### src/rtl/fcvt_settings.svh
// ------------------------------------------------------------
// Width, bias and code-size macros for the conversion unit
// Include wherever a width or the exponent bias is needed
// ------------------------------------------------------------
`ifndef FCVT_SETTINGS_SVH
`define FCVT_SETTINGS_SVH

// Single-precision field widths
`define FCVT_EXP_W 8
`define FCVT_MAN_W 23
`define FCVT_BIAS  127

// Integer side is RV32 only
`define FCVT_INT_W 32

// Control field widths
`define FCVT_OP_W  2
`define FCVT_RM_W  3

`endif

### src/rtl/fcvt_pkg.sv
// ------------------------------------------------------------
// Shared types and the rounding decision for the FP converter
// ------------------------------------------------------------
`include "fcvt_settings.svh"

package fcvt_pkg;

  // Word and field types
  typedef logic [`FCVT_EXP_W+`FCVT_MAN_W:0]   fp_word_t;
  typedef logic [`FCVT_INT_W-1:0]              int_word_t;
  typedef logic [`FCVT_EXP_W-1:0]              exp_t;
  typedef logic [`FCVT_MAN_W-1:0]              man_t;
  typedef logic [$clog2(`FCVT_INT_W)-1:0]      lz_count_t;

  // Bit 0 selects unsigned, bit 1 selects int-to-float
  typedef enum logic [`FCVT_OP_W-1:0] {
    op_w_s  = 2'd0,
    op_wu_s = 2'd1,
    op_s_w  = 2'd2,
    op_s_wu = 2'd3
  } fcvt_op_e;

  // IEEE rounding modes, codes 5..7 reserved
  typedef enum logic [`FCVT_RM_W-1:0] {
    rne = 3'd0,
    rtz = 3'd1,
    rdn = 3'd2,
    rup = 3'd3,
    rmm = 3'd4
  } round_mode_e;

  typedef enum logic [1:0] {st_idle, st_convert, st_round, st_done} seq_state_e;

  // True when the truncated magnitude must go up by one
  function automatic logic round_increment(input round_mode_e mode, input logic sign,
                                           input logic lsb, input logic guard,
                                           input logic round, input logic sticky);
    logic any_lost;
    any_lost = guard | round | sticky;
    case (mode)
      rne:     return guard & (round | sticky | lsb);
      rdn:     return sign & any_lost;
      rup:     return !sign & any_lost;
      rmm:     return guard;
      // RTZ and reserved codes truncate
      default: return 1'b0;
    endcase
  endfunction

endpackage

### src/rtl/fcvt_norm_if.sv
// ------------------------------------------------------------
// Normalized int-to-float value passed from normalize to round
// ------------------------------------------------------------
`timescale 1ns/100ps

interface fcvt_norm_if import fcvt_pkg::*; ();

  logic sign;
  // Biased exponent and the mantissa without the implicit one
  exp_t exp;
  man_t man;
  // Bits below the mantissa lsb
  logic guard;
  logic round;
  logic sticky;

  modport producer (output sign, exp, man, guard, round, sticky);

  modport consumer (input sign, exp, man, guard, round, sticky);

endinterface

### src/rtl/fcvt_f2i.sv
// ------------------------------------------------------------
// Float to int32/uint32 in one registered stage
// Classify, align, round, then saturate out-of-range values
// ------------------------------------------------------------
`timescale 1ns/100ps
`include "fcvt_settings.svh"

module fcvt_f2i import fcvt_pkg::*; (
  input  logic        clk,
  input  logic        reset_n,
  input  logic        start,
  input  logic        is_unsigned,
  input  round_mode_e rm,
  input  fp_word_t    operand,
  output int_word_t   result,
  output logic        flag_nv,
  output logic        flag_nx
);

  localparam int SIG_W  = `FCVT_MAN_W + 1;
  // Fraction depth where no significand bit falls off the bottom
  localparam int FRAC_W = SIG_W + 2;
  localparam int SHR_W  = SIG_W + FRAC_W;
  localparam int_word_t SMIN = int_word_t'(1) << (`FCVT_INT_W - 1);
  localparam int_word_t SMAX = ~SMIN;

  // Fields and class
  logic              sign;
  exp_t              exp_f;
  man_t              man_f;
  logic              is_nan;
  logic              is_inf;
  logic              is_tiny_exp;
  logic signed [9:0] exp_unb;
  logic [SIG_W-1:0]  sig;

  // Alignment
  logic [4:0]        rsh;
  logic [3:0]        lsh;
  logic [SHR_W-1:0]  shr;
  int_word_t         mag;
  logic              g_bit;
  logic              r_bit;
  logic              s_bit;

  // Rounding and range
  logic                 inc;
  logic [`FCVT_INT_W:0] rounded;
  logic                 too_big;
  logic                 ovf;
  int_word_t            res_d;
  logic                 nv_d;
  logic                 nx_d;

  assign sign        = operand[`FCVT_EXP_W+`FCVT_MAN_W];
  assign exp_f       = operand[`FCVT_EXP_W+`FCVT_MAN_W-1:`FCVT_MAN_W];
  assign man_f       = operand[`FCVT_MAN_W-1:0];
  assign is_nan      = (exp_f == '1) && (man_f != '0);
  assign is_inf      = (exp_f == '1) && (man_f == '0);
  // Zero and subnormal share the zero exponent
  assign is_tiny_exp = (exp_f == '0);
  assign sig         = {1'b1, man_f};
  assign exp_unb     = 10'(exp_f) - 10'(`FCVT_BIAS);
  assign too_big     = (exp_unb >= `FCVT_INT_W);

  // Shift amounts are only used inside their valid exponent window
  assign rsh = 5'(`FCVT_MAN_W - exp_unb);
  assign lsh = 4'(exp_unb - `FCVT_MAN_W);
  assign shr = {sig, {FRAC_W{1'b0}}} >> rsh;

  // Integer part plus guard/round/sticky
  always_comb begin
    mag   = '0;
    g_bit = 1'b0;
    r_bit = 1'b0;
    s_bit = 1'b0;
    if (is_tiny_exp) begin
      // Subnormal is a tiny nonzero, zero stays exact
      s_bit = (man_f != '0);
    end else if (exp_unb >= `FCVT_MAN_W) begin
      // Whole number, no fraction
      mag = int_word_t'(sig) << lsh;
    end else if (exp_unb >= `FCVT_MAN_W - FRAC_W) begin
      mag   = int_word_t'(shr[SHR_W-1:FRAC_W]);
      g_bit = shr[FRAC_W-1];
      r_bit = shr[FRAC_W-2];
      s_bit = |shr[FRAC_W-3:0];
    end else begin
      s_bit = 1'b1;
    end
  end

  assign inc     = round_increment(rm, sign, mag[0], g_bit, r_bit, s_bit);
  assign rounded = {1'b0, mag} + (`FCVT_INT_W+1)'(inc);

  // Range check on the rounded magnitude, so a carry past the limit saturates
  always_comb begin
    if (is_unsigned) begin
      ovf = sign ? (rounded != '0) : rounded[`FCVT_INT_W];
    end else begin
      ovf = sign ? (rounded > {1'b0, SMIN}) : (rounded > {1'b0, SMAX});
    end
    ovf = ovf | too_big | is_inf;
  end

  always_comb begin
    res_d = '0;
    nv_d  = 1'b0;
    nx_d  = 1'b0;
    if (is_nan) begin
      // NaN saturates positive whatever its sign
      res_d = is_unsigned ? '1 : SMAX;
      nv_d  = 1'b1;
    end else if (ovf) begin
      if (sign) res_d = is_unsigned ? '0 : SMIN;
      else      res_d = is_unsigned ? '1 : SMAX;
      nv_d = 1'b1;
    end else begin
      res_d = sign ? -rounded[`FCVT_INT_W-1:0] : rounded[`FCVT_INT_W-1:0];
      nx_d  = g_bit | r_bit | s_bit;
    end
  end

  always_ff @(posedge clk or negedge reset_n) begin
    if (!reset_n) begin
      result  <= '0;
      flag_nv <= 1'b0;
      flag_nx <= 1'b0;
    end else if (start) begin
      result  <= res_d;
      flag_nv <= nv_d;
      flag_nx <= nx_d;
    end
  end

endmodule

### src/rtl/fcvt_i2f_norm.sv
// ------------------------------------------------------------
// Int-to-float first stage: sign/magnitude, leading-zero count
// Registers the normalized value onto the norm interface
// ------------------------------------------------------------
`timescale 1ns/100ps
`include "fcvt_settings.svh"

module fcvt_i2f_norm import fcvt_pkg::*; (
  input  logic      clk,
  input  logic      reset_n,
  input  logic      start,
  input  logic      is_unsigned,
  input  int_word_t operand,
  fcvt_norm_if.producer norm
);

  // Position of the guard bit once the msb sits at the top
  localparam int G_POS = `FCVT_INT_W - 2 - `FCVT_MAN_W;

  logic      neg;
  int_word_t abs_val;
  lz_count_t lz;
  int_word_t shifted;
  exp_t      exp_d;

  // Unsigned ops never see a sign
  assign neg     = !is_unsigned && operand[`FCVT_INT_W-1];
  // -2^31 maps onto 0x80000000 as a magnitude
  assign abs_val = neg ? -operand : operand;

  // Priority encoder, highest set bit wins
  always_comb begin
    lz = '0;
    for (int i = 0; i < `FCVT_INT_W; i++) begin
      if (abs_val[i]) lz = lz_count_t'(`FCVT_INT_W - 1 - i);
    end
  end

  // Msb lands on the top bit, next bits are the stored mantissa
  assign shifted = abs_val << lz;
  assign exp_d   = exp_t'(`FCVT_BIAS + `FCVT_INT_W - 1) - exp_t'(lz);

  always_ff @(posedge clk or negedge reset_n) begin
    if (!reset_n) begin
      norm.sign   <= 1'b0;
      norm.exp    <= '0;
      norm.man    <= '0;
      norm.guard  <= 1'b0;
      norm.round  <= 1'b0;
      norm.sticky <= 1'b0;
    end else if (start) begin
      if (abs_val == '0) begin
        // Zero has no leading one, send an all-zero value
        norm.sign   <= 1'b0;
        norm.exp    <= '0;
        norm.man    <= '0;
        norm.guard  <= 1'b0;
        norm.round  <= 1'b0;
        norm.sticky <= 1'b0;
      end else begin
        norm.sign   <= neg;
        norm.exp    <= exp_d;
        norm.man    <= shifted[`FCVT_INT_W-2 -: `FCVT_MAN_W];
        norm.guard  <= shifted[G_POS];
        norm.round  <= shifted[G_POS-1];
        norm.sticky <= |shifted[G_POS-2:0];
      end
    end
  end

endmodule

### src/rtl/fcvt_i2f_round.sv
// ------------------------------------------------------------
// Int-to-float second stage: rounds the normalized mantissa
// ------------------------------------------------------------
`timescale 1ns/100ps

module fcvt_i2f_round import fcvt_pkg::*; (
  input  logic        clk,
  input  logic        reset_n,
  input  logic        start,
  input  round_mode_e rm,
  fcvt_norm_if.consumer norm,
  output fp_word_t    result,
  output logic        flag_nx
);

  logic inc;
  logic carry;
  man_t man_rnd;
  exp_t exp_rnd;

  // Decision uses the mantissa lsb for ties to even
  assign inc = round_increment(rm, norm.sign, norm.man[0], norm.guard, norm.round,
                               norm.sticky);

  // All-ones mantissa wraps to zero and bumps the exponent
  assign {carry, man_rnd} = {1'b0, norm.man} + {{$bits(man_t){1'b0}}, inc};
  assign exp_rnd          = norm.exp + exp_t'(carry);

  always_ff @(posedge clk or negedge reset_n) begin
    if (!reset_n) begin
      result  <= '0;
      flag_nx <= 1'b0;
    end else if (start) begin
      result  <= {norm.sign, exp_rnd, man_rnd};
      // Any bit below the lsb makes it inexact
      flag_nx <= norm.guard | norm.round | norm.sticky;
    end
  end

endmodule

### src/rtl/fcvt_unit.sv
// ------------------------------------------------------------
// Single-precision FP/int32 converter with valid/ready on both sides
// One request in flight and the result is shown in st_done
// ------------------------------------------------------------
`timescale 1ns/100ps
`include "fcvt_settings.svh"

module fcvt_unit import fcvt_pkg::*; (
  input  logic                  clk,
  input  logic                  reset_n,
  input  logic                  in_valid,
  output logic                  in_ready,
  input  logic [`FCVT_OP_W-1:0] op,
  input  logic [`FCVT_RM_W-1:0] rm,
  input  logic [`FCVT_INT_W-1:0] operand,
  output logic                  out_valid,
  input  logic                  out_ready,
  output logic [`FCVT_INT_W-1:0] result,
  output logic                  flag_nv,
  output logic                  flag_nx
);

  seq_state_e state;
  seq_state_e state_nxt;

  // Latched request
  fcvt_op_e              op_q;
  logic [`FCVT_RM_W-1:0] rm_q;
  int_word_t             operand_q;

  // Per-path registered outputs
  int_word_t f2i_result;
  logic      f2i_nv;
  logic      f2i_nx;
  fp_word_t  i2f_result;
  logic      i2f_nx;

  logic to_float;
  logic rm_legal;

  fcvt_norm_if norm_bus ();

  // ------------------------------------------------------------
  // Sequencer
  // ------------------------------------------------------------
  always_comb begin
    case (state)
      st_idle:    state_nxt = in_valid ? st_convert : st_idle;
      st_convert: state_nxt = st_round;
      st_round:   state_nxt = st_done;
      // Hold the result until the consumer takes it
      default:    state_nxt = out_ready ? st_idle : st_done;
    endcase
  end

  always_ff @(posedge clk or negedge reset_n) begin
    if (!reset_n) begin
      state <= st_idle;
      op_q  <= op_w_s;
      rm_q  <= '0;
    end else begin
      state <= state_nxt;
      if (in_valid && in_ready) begin
        op_q <= fcvt_op_e'(op);
        rm_q <= rm;
      end
    end
  end

  // Operand captured when a request is accepted
  always_ff @(posedge clk) begin
    if (in_valid && in_ready) begin
      operand_q <= operand;
    end
  end

  assign in_ready  = (state == st_idle);
  assign out_valid = (state == st_done);
  assign to_float  = op_q inside {op_s_w, op_s_wu};
  assign rm_legal  = (rm_q <= `FCVT_RM_W'(rmm));

  // ------------------------------------------------------------
  // Datapaths
  // ------------------------------------------------------------
  fcvt_f2i f2i_i (
    .clk         (clk),
    .reset_n     (reset_n),
    .start       ((state == st_convert) && !to_float),
    .is_unsigned (op_q[0]),
    .rm          (round_mode_e'(rm_q)),
    .operand     (operand_q),
    .result      (f2i_result),
    .flag_nv     (f2i_nv),
    .flag_nx     (f2i_nx)
  );

  fcvt_i2f_norm i2f_norm_i (
    .clk         (clk),
    .reset_n     (reset_n),
    .start       ((state == st_convert) && to_float),
    .is_unsigned (op_q[0]),
    .operand     (operand_q),
    .norm        (norm_bus.producer)
  );

  fcvt_i2f_round i2f_round_i (
    .clk     (clk),
    .reset_n (reset_n),
    .start   ((state == st_round) && to_float),
    .rm      (round_mode_e'(rm_q)),
    .norm    (norm_bus.consumer),
    .result  (i2f_result),
    .flag_nx (i2f_nx)
  );

  // Result select
  // Reserved rounding modes give zero and no flags
  always_comb begin
    result  = '0;
    flag_nv = 1'b0;
    flag_nx = 1'b0;
    if (rm_legal && to_float) begin
      result  = i2f_result;
      flag_nx = i2f_nx;
    end else if (rm_legal) begin
      result  = f2i_result;
      flag_nv = f2i_nv;
      flag_nx = f2i_nx;
    end
  end

endmodule

### config.mk
export PLATFORM = sky130hd
export DESIGN_NAME = fcvt_unit
export DESIGN_NICKNAME = d
export VERILOG_FILES = /design/src/rtl/fcvt_pkg.sv /design/src/rtl/fcvt_norm_if.sv /design/src/rtl/fcvt_f2i.sv /design/src/rtl/fcvt_i2f_norm.sv /design/src/rtl/fcvt_i2f_round.sv /design/src/rtl/fcvt_unit.sv
export VERILOG_INCLUDE_DIRS = /design/src /design/src/rtl
export SDC_FILE = /design/constraint.sdc
export NUM_CORES = 1
export LEC_CHECK = 0
export BUFFER_PORTS_ARGS = -buffer_cell sky130_fd_sc_hd__buf_2
export CAP_MARGIN = 15
export CORE_MARGIN = 10
export CORE_UTILIZATION = 50
export CTS_CLUSTER_DIAMETER = 80
export DETAILED_ROUTE_END_ITERATION = 10
export GPL_ROUTABILITY_DRIVEN = 0
export GPL_TIMING_DRIVEN = 0
export MAX_ROUTING_LAYER = met4
export PLACE_DENSITY = 0.73
export SLEW_MARGIN = 20
export SYNTH_ARGS = -nofsm -noshare
export SYNTH_HDL_FRONTEND = slang
export SYNTH_SLANG_ARGS = --single-unit
### constraint.sdc
create_clock -name clk -period 7.1 [get_ports clk]
set_clock_uncertainty 0.05 [all_clocks]
set_input_delay 0.355 -clock clk [delete_from_list [all_inputs] [get_ports clk]]
set_output_delay 0.355 -clock clk [all_outputs]
set_load 0.02 [all_outputs]
==> results of run 1 <==
[cells in the final DEF (no fill, tap or decap), types with 11 or more instances in the layout]
master / Yosys / layout
a21oi_1: 102 / 97
a22o_1: 11 / 11
a22oi_1: 12 / 12
a31oi_1: 21 / 19
a32o_1: 11 / 11
and2_1: 14 / 14
and3_1: 23 / 23
buf_1: 22 / 16
buf_2: 29 / 96
buf_4: 4 / 35
clkbuf_1: 95 / 90
clkbuf_16: 0 / 17
dfrtp_1: 109 / 109
edfxtp_1: 32 / 32
ha_1: 23 / 20
inv_1: 35 / 34
mux2_2: 39 / 39
mux2i_1: 131 / 125
mux4_2: 31 / 31
nand2_1: 166 / 166
nand2b_1: 26 / 26
nand3_1: 70 / 69
nand4_1: 21 / 21
nor2_1: 226 / 219
nor2b_1: 12 / 11
nor3_1: 54 / 53
o211ai_1: 40 / 40
o21a_1: 14 / 13
o21ai_0: 126 / 125
o22a_1: 23 / 23
o22ai_1: 13 / 11
o31ai_1: 29 / 27
or2_2: 12 / 12
or3_1: 21 / 21
xnor2_1: 65 / 63
xor2_1: 45 / 44
[final cells by class]
cell class | count | area share
Tap cell | 390 | 0.0279
Clock buffer | 18 | 0.0251
Buffer | 153 | 0.0428
Inverter | 40 | 0.00902
Clock inverter | 14 | 0.00973
Sequential cell | 141 | 0.211
Timing Repair Buffer | 110 | 0.0382
Multi-Input combinational cell | 1574 | 0.636
[critical path, stage by stage, from the launching register on]
cell	delay, ns
edfxtp_1	0.51
clkbuf_1	0.39
inv_1	0.48
ha_1	0.22
clkbuf_1	0.33
nand4_1	0.27
or4_1	0.54
clkbuf_1	0.20
o21ai_0	0.23
xnor2_1	0.27
o21ba_2	0.21
o21ai_0	0.07
a21boi_0	0.20
o21ai_0	0.26
inv_1	0.21
clkbuf_1	0.51
clkbuf_1	0.50
clkbuf_2	0.36
a22oi_1	0.21
o311ai_0	0.54
o211ai_1	0.17
[what timing repair did]
action,4_1_cts,5_1_grt
hold buffers,1,0
resized for setup,55,50
setup endpoints to repair,34,36
pin swaps,16,13
endpoints found under the hold margin,45,0
buffers inserted,16,16
cloned,0,0
[per-stage QoR]
step | hold WS (ns) | cell area, um^2
after floorplan | 0.00941 | 15300
after global placement | 0.414 | 16200
after detailed placement | 0.258 | 16200
after CTS | 0.0131 | 17200
after global routing | 0.0246 | 17500
final | 0.0317 | 17500
[routing by layer]
metal,global-route usage,vias to the layer above
li1,-,7392
met1,0.376,7670
met2,0.418,1273
met3,0.0630,281
met4,0.154,0
met5,-,-
[power groups by stage]
stage	Sequential [uW]	Combinational [uW]	Clock, uW
3_5_place_dp	1520	5190	0
5_1_grt	1550	6080	972
4_1_cts	1510	5360	927
6_report	1520	5740	919
2_1_floorplan	1360	3810	0
3_3_place_gp	1510	5110	0
[state kept, by name, indices dropped and copies added, names as in the netlist]
name,cells
i2f_norm_i.norm.sign,1
rm_q,3
f2i_i.flag_nx,1
i2f_norm_i.norm.man,23
i2f_norm_i.norm.exp,8
i2f_norm_i.norm.guard,1
state,2
op_q,2
i2f_norm_i.norm.sticky,1
i2f_round_i.result,32
i2f_norm_i.norm.round,1
f2i_i.result,32
f2i_i.flag_nv,1
operand_q,32
i2f_round_i.flag_nx,1
[logic make-up after synthesis]
logic type,after synthesis
AO/OA/AOI/OAI,533
XOR/XNOR,114
adder cells (fa/ha/maj),23
buffers and inverters,197
flip-flops,141
multiplexers,203
AND/OR/NAND/NOR,701
[synthesized netlist by cell type, drive strengths merged (10+ instances only)]
cell	count
a22o	11
o31ai	29
mux2	41
nor2	226
o41ai	12
a21oi	102
nand4	21
nor4	17
a32o	11
a211oi	15
o22a	23
and2	18
o21a	14
xnor2	67
nor2b	12
dfrtp	109
nand2b	26
mux4	31
mux2i	131
ha	23
nor3	54
o22ai	13
or2	12
or3	21
nand2	166
buf	62
a22oi	12
xor2	47
clkbuf	95
a31oi	21
and4	10
and3	23
edfxtp	32
o21ai	130
nand3	71
o211ai	40
inv	39
[path summary, 6_finish.rpt]
path,startpoint,end,slack [ns],cells after the start
min,operand[26],operand_q[26]$_DFFE_PP_,0.03,1
min in group asynchronous,reset_n,i2f_norm_i.norm.exp[4]$_DFFE_PN0P_,0.35,2
max,operand_q[0]$_DFFE_PP_,i2f_norm_i.norm.sticky$_DFFE_PN0P_,0.21,20
max reg2reg,operand_q[0]$_DFFE_PP_,i2f_norm_i.norm.sticky$_DFFE_PN0P_,0.21,20
max in group asynchronous,reset_n,f2i_i.result[10]$_DFFE_PN0P_,6.00,3
min reg2reg,f2i_i.flag_nv$_DFFE_PN0P_,f2i_i.flag_nv$_DFFE_PN0P_,0.43,2
==> results.json, run 1 <==
{
  "status": "complete, no violations",
  "p_int_uw": 3830,
  "worstMarginPinSlew_ns": 0.895,
  "power.share.switching": 0.532,
  "syn-instance-count": 1912,
  "grt-ovfl-total": 0,
  "hold_violations": 0,
  "clkSinkCount": 141,
  "cts-root-buf": "clkbuf_16",
  "synth_area_per_cell_um2": 8.00,
  "die_w_um": 195,
  "timing.final.crit_period_ns": 6.89,
  "yosys-top-cells-area": "dfrtp_1, mux2i_1, edfxtp_1, nor2_1, mux4_2",
  "seqCellArea_mm2": 0.00369,
  "finalPower_uw": 8180,
  "crit_fanout": 10,
  "fin_util": 0.585,
  "synth_nets": 1976,
  "core_area_mm2": 0.0299,
  "cts_max_level": 4,
  "combPwrFrac": 0.702,
  "fin_nets": 2101,
  "yosysSeqAreaShare": 0.241,
  "ys_warn_count": 0,
  "setup_viol": 0,
  "post_drt_wl_per_cell_um": 23.2,
  "synth.distinct_cells": 94,
  "maxSlewHeadroom": 0.401,
  "met3_length_um": 6690,
  "met1Wirelength_um": 22400,
  "worst_slack_ns": 0.212,
  "p_per_area_mw_per_mm2": 468,
  "antenna_found_initial": 0,
  "dr.pass1.iters": 8,
  "die_y_um": 195,
  "endpoint_kind": "flop",
  "yosysTopAreaCell": "dfrtp_1",
  "syn-cell-area_mm2": 0.0153,
  "layout-drive-gt1-share": 0.169,
  "dr_wl_met2_um": 24300,
  "synth-simple-area-share": 0.218,
  "row_count": 63,
  "start_util": 0.512,
  "area_growth_pct": 14.3,
  "cts_buffer_depth": 2,
  "worst_setup_path_start_kind": "flop",
  "drt_iter0_markers": 2819,
  "io_pins": 77,
  "io_buffers": 76,
  "dpl_worst_slack_ns": -1.86,
  "ant_nets": 0,
  "path_class": "flop to flop",
  "hp-class": "primary input to flop",
  "synth-compound-area-share": 0.237,
  "period_share": 0.970,
  "grt_pass1_vias": 15600,
  "ys.flop_type": "dfrtp_1",
  "grt_max_degree": 65,
  "grt_pass1_wl_um": 88100,
  "filler_cell_count": 2633,
  "viasPerCell": 6.81,
  "wirelength_um": 56600,
  "antennaDiodeCount": 0,
  "dieArea_mm2": 0.0380,
  "crit_required_ns": 7.33,
  "synth_top_family_by_area": "compound AO/OA/AOI/OAI gates",
  "cts_tree": "yes",
  "place_inst": 2379,
  "clock_latency_ns": 0.44,
  "drcViolationCount": 0,
  "cts_made_buffers": 17,
  "ys_ff_latch": 141,
  "p_clk_frac": 0.112,
  "ys_async_sr_fraction": 0.773,
  "vdd_drop_max_uv": 273,
  "drv_cap": 0,
  "vias": 16600,
  "grt.total_usage": 0.291,
  "seqPwrFrac": 0.186,
  "max_freq_mhz": 145,
  "p_sw_uw": 4350,
  "tns_ns": 0,
  "routed.top_layer": "met4",
  "synth_fa_ha_area_frac": 0.0188,
  "path_clk_slew_ns": 0.07,
  "slew_violations": 0,
  "hpwl_um": 43800,
  "worstPathArrival_ns": 7.12,
  "multi_input_area_mm2": 0.0111,
  "stdcell_count": 2440,
  "p_leak_uw": 0.00681,
  "muxShareOfSynthArea": 0.162,
  "synth_top_area_frac": 0.178,
  "synth_edf_count": 32,
  "synth_xor_xnor_area_share": 0.0673
}
Power figures use the tool's default switching activity.
==> run 2, diff against run 1 <==
ABC_AREA = 1   (was unset)
==> results.json, run 2 <==
{
  "status": "complete, no violations",
  "path_class": "flop to flop",
  "cts_made_buffers": 17,
  "layout_common_cells": "nand2_1, inv_1, nand3_1",
  "vdd_drop_max_uv": 216,
  "ys_async_sr_fraction": 0.773,
  "yosys-top-cells-area": "dfrtp_1, nand2_1, nand3_1, inv_1, edfxtp_1",
  "start_util": 0.506,
  "synth_nets": 2400,
  "fin_nets": 2501,
  "core_area_mm2": 0.0277,
  "antennaDiodeCount": 0,
  "grt.total_usage": 0.273,
  "endpoint_kind": "flop",
  "yosysSeqAreaShare": 0.263,
  "setup_viol": 0,
  "viasPerCell": 5.67,
  "min_path_cells": 1,
  "worst_path_max_delay_cell": "edfxtp_1",
  "maxSlewHeadroom": 0.447,
  "io_pins": 77,
  "p_per_area_mw_per_mm2": 488,
  "hold_violations": 0,
  "die_y_um": 187,
  "slowest_delay_ns": 0.55,
  "reg2reg_depth": 40,
  "reg2reg_slack_ns": 0.38,
  "path_common_cell": "nand2_1",
  "syn-instance-count": 2336,
  "synth_area_per_cell_um2": 6.00,
  "hold_end": "operand_q[29]$_DFFE_PP_",
  "die_w_um": 187,
  "top_regs": "f2i_i.result (32), i2f_round_i.result (32), operand_q (32)",
  "worst_setup_path_start_kind": "flop",
  "grt_pass1_wl_um": 76900,
  "slew_violations": 0,
  "place_area_mm2": 0.0149,
  "drv_cap": 0,
  "setup.worst_path.start": "operand_q[23]$_DFFE_PP_",
  "p_leak_uw": 0.00780,
  "max_freq_mhz": 149,
  "vias": 16000,
  "ys_warn_count": 0,
  "crit_fanout": 11,
  "cts_tree": "yes",
  "dieArea_mm2": 0.0351,
  "finalPower_uw": 7610,
  "hp-class": "primary input to flop",
  "final_common_cell": "nand2_1",
  "clkSinkCount": 141,
  "layout-drive-gt1-share": 0.0906,
  "cts-root-buf": "clkbuf_16",
  "post_drt_wl_per_cell_um": 16.8,
  "worst_slack_ns": 0.381,
  "grt-ovfl-total": 0,
  "cts_buffer_depth": 2,
  "yosysTopAreaCell": "dfrtp_1",
  "area_growth_pct": 11.3,
  "worstHoldStart": "operand[29]",
  "tns_ns": 0,
  "drt_iter0_markers": 2100,
  "timing.final.crit_period_ns": 6.72,
  "r2r_end": "f2i_i.result[14]$_DFFE_PN0P_",
  "critPathBufInv": 9,
  "crit_required_ns": 7.38,
  "synthTopCellsByCount": "nand2_1, inv_1, nand3_1, nor2_1, o21ai_0",
  "path_clk_slew_ns": 0.07,
  "grt_max_degree": 56,
  "wirelength_um": 47400,
  "synth.distinct_cells": 55,
  "period_share": 0.946,
  "antenna_found_initial": 0,
  "synth_edf_count": 32,
  "syn-cell-area_mm2": 0.0140,
  "dpl_worst_slack_ns": 0.121,
  "drcViolationCount": 0,
  "synth_top_area_frac": 0.195,
  "fin_util": 0.563,
  "synth.most_common_cell": "nand2_1",
  "clock_latency_ns": 0.44,
  "hpwl_um": 38000,
  "dr.pass1.iters": 7,
  "stdcell_area_mm2": 0.0156,
  "ant_nets": 0,
  "ys_ff_latch": 141,
  "cts_max_level": 4,
  "reg2reg_from": "operand_q[23]$_DFFE_PP_",
  "row_count": 61,
  "worstPathArrival_ns": 7.00,
  "grt_pass1_vias": 14900,
  "crit_family": "simple AND/OR/NAND/NOR gates",
  "io_buffers": 76,
  "worstMarginPinSlew_ns": 0.826,
  "ys.flop_type": "dfrtp_1"
}
-- run 2: changes by cell type in the layout (fill, tap and decap cells not counted), moves of 27 or more --
| cell | previous run | this run |
|---|---|---|
| inv_1 | 34 | 262 |
| xnor2_1 | 63 | 17 |
| mux4_2 | 31 | 0 |
| o211ai_1 | 40 | 5 |
| a21oi_1 | 97 | 43 |
| o21ai_1 | 4 | 51 |
| clkbuf_1 | 90 | 61 |
| nand2_1 | 166 | 724 |
| mux2i_1 | 125 | 15 |
| mux2_2 | 39 | 0 |
| o21ai_0 | 125 | 177 |
| nand3_1 | 69 | 249 |
| nor3_1 | 53 | 26 |
-- run 2: metal layers --
layer  global-route usage  routed length [um]  vias to the layer above
met5                    -                   0                        -
met4                0.122                2320                        0
met3               0.0332                3650                      179
met2                0.430               21200                      850
met1                0.345               20300                     7209
li1                     -                   -                     7796
-- run 2: how the worst max path moves through the flow --
stage	to	slack, ns	depth (start not counted)
after floorplan	f2i_i.result[30]$_DFFE_PN0P_	1.70	37
after global placement	f2i_i.result[18]$_DFFE_PN0P_	0.31	37
after detailed placement	f2i_i.result[18]$_DFFE_PN0P_	0.12	37
after CTS	f2i_i.result[18]$_DFFE_PN0P_	0.08	37
after global routing	f2i_i.result[14]$_DFFE_PN0P_	-0.02	42
final	f2i_i.result[14]$_DFFE_PN0P_	0.38	40
-- run 2: through the flow --
stage / hold slack [ns] / cells
finish: 0.0307 / 2828
global route: 0.0253 / 2828
CTS: 0.0250 / 2825
detailed placement: 0.291 / 2792
global placement: 0.421 / 2790
floorplan: 0.00941 / 2336
-- run 2: layout make-up --
cell class	instances	area, um^2
buffer	109	519
clock buffer	18	439
clock inverter	14	124
fill	2715	12100
inverter	286	1070
multi-input combinational	1800	8810
sequential	141	3690
tap	378	473
timing repair buffer	82	467
-- run 2: power by group --
group | switching, uW | internal [uW]
clock | 408 | 470
sequential | 264 | 1160
combinational | 3670 | 1640
total | 4340 | 3260
-- run 2: kinds of logic (layout without fill, tap and decap cells) --
kind of cell	Yosys count	count (layout)	synth area share
adders and majority gates	23	23	0.0205
AOI/OAI and AO/OA	360	360	0.142
buffers and inverters	395	509	0.113
xor gates and xnor gates	72	72	0.0461
muxes	15	15	0.0107
and+or+nand+nor	1330	1330	0.405
DFF	141	141	0.263
-- run 2: repair_timing --
action | 4_1_cts | 5_1_grt
gates resized for setup | 0 | 22
endpoints found under the hold margin | 54 | 0
hold buffers | 1 | 0
buffers inserted | 0 | 3
setup endpoints to repair | 0 | 34
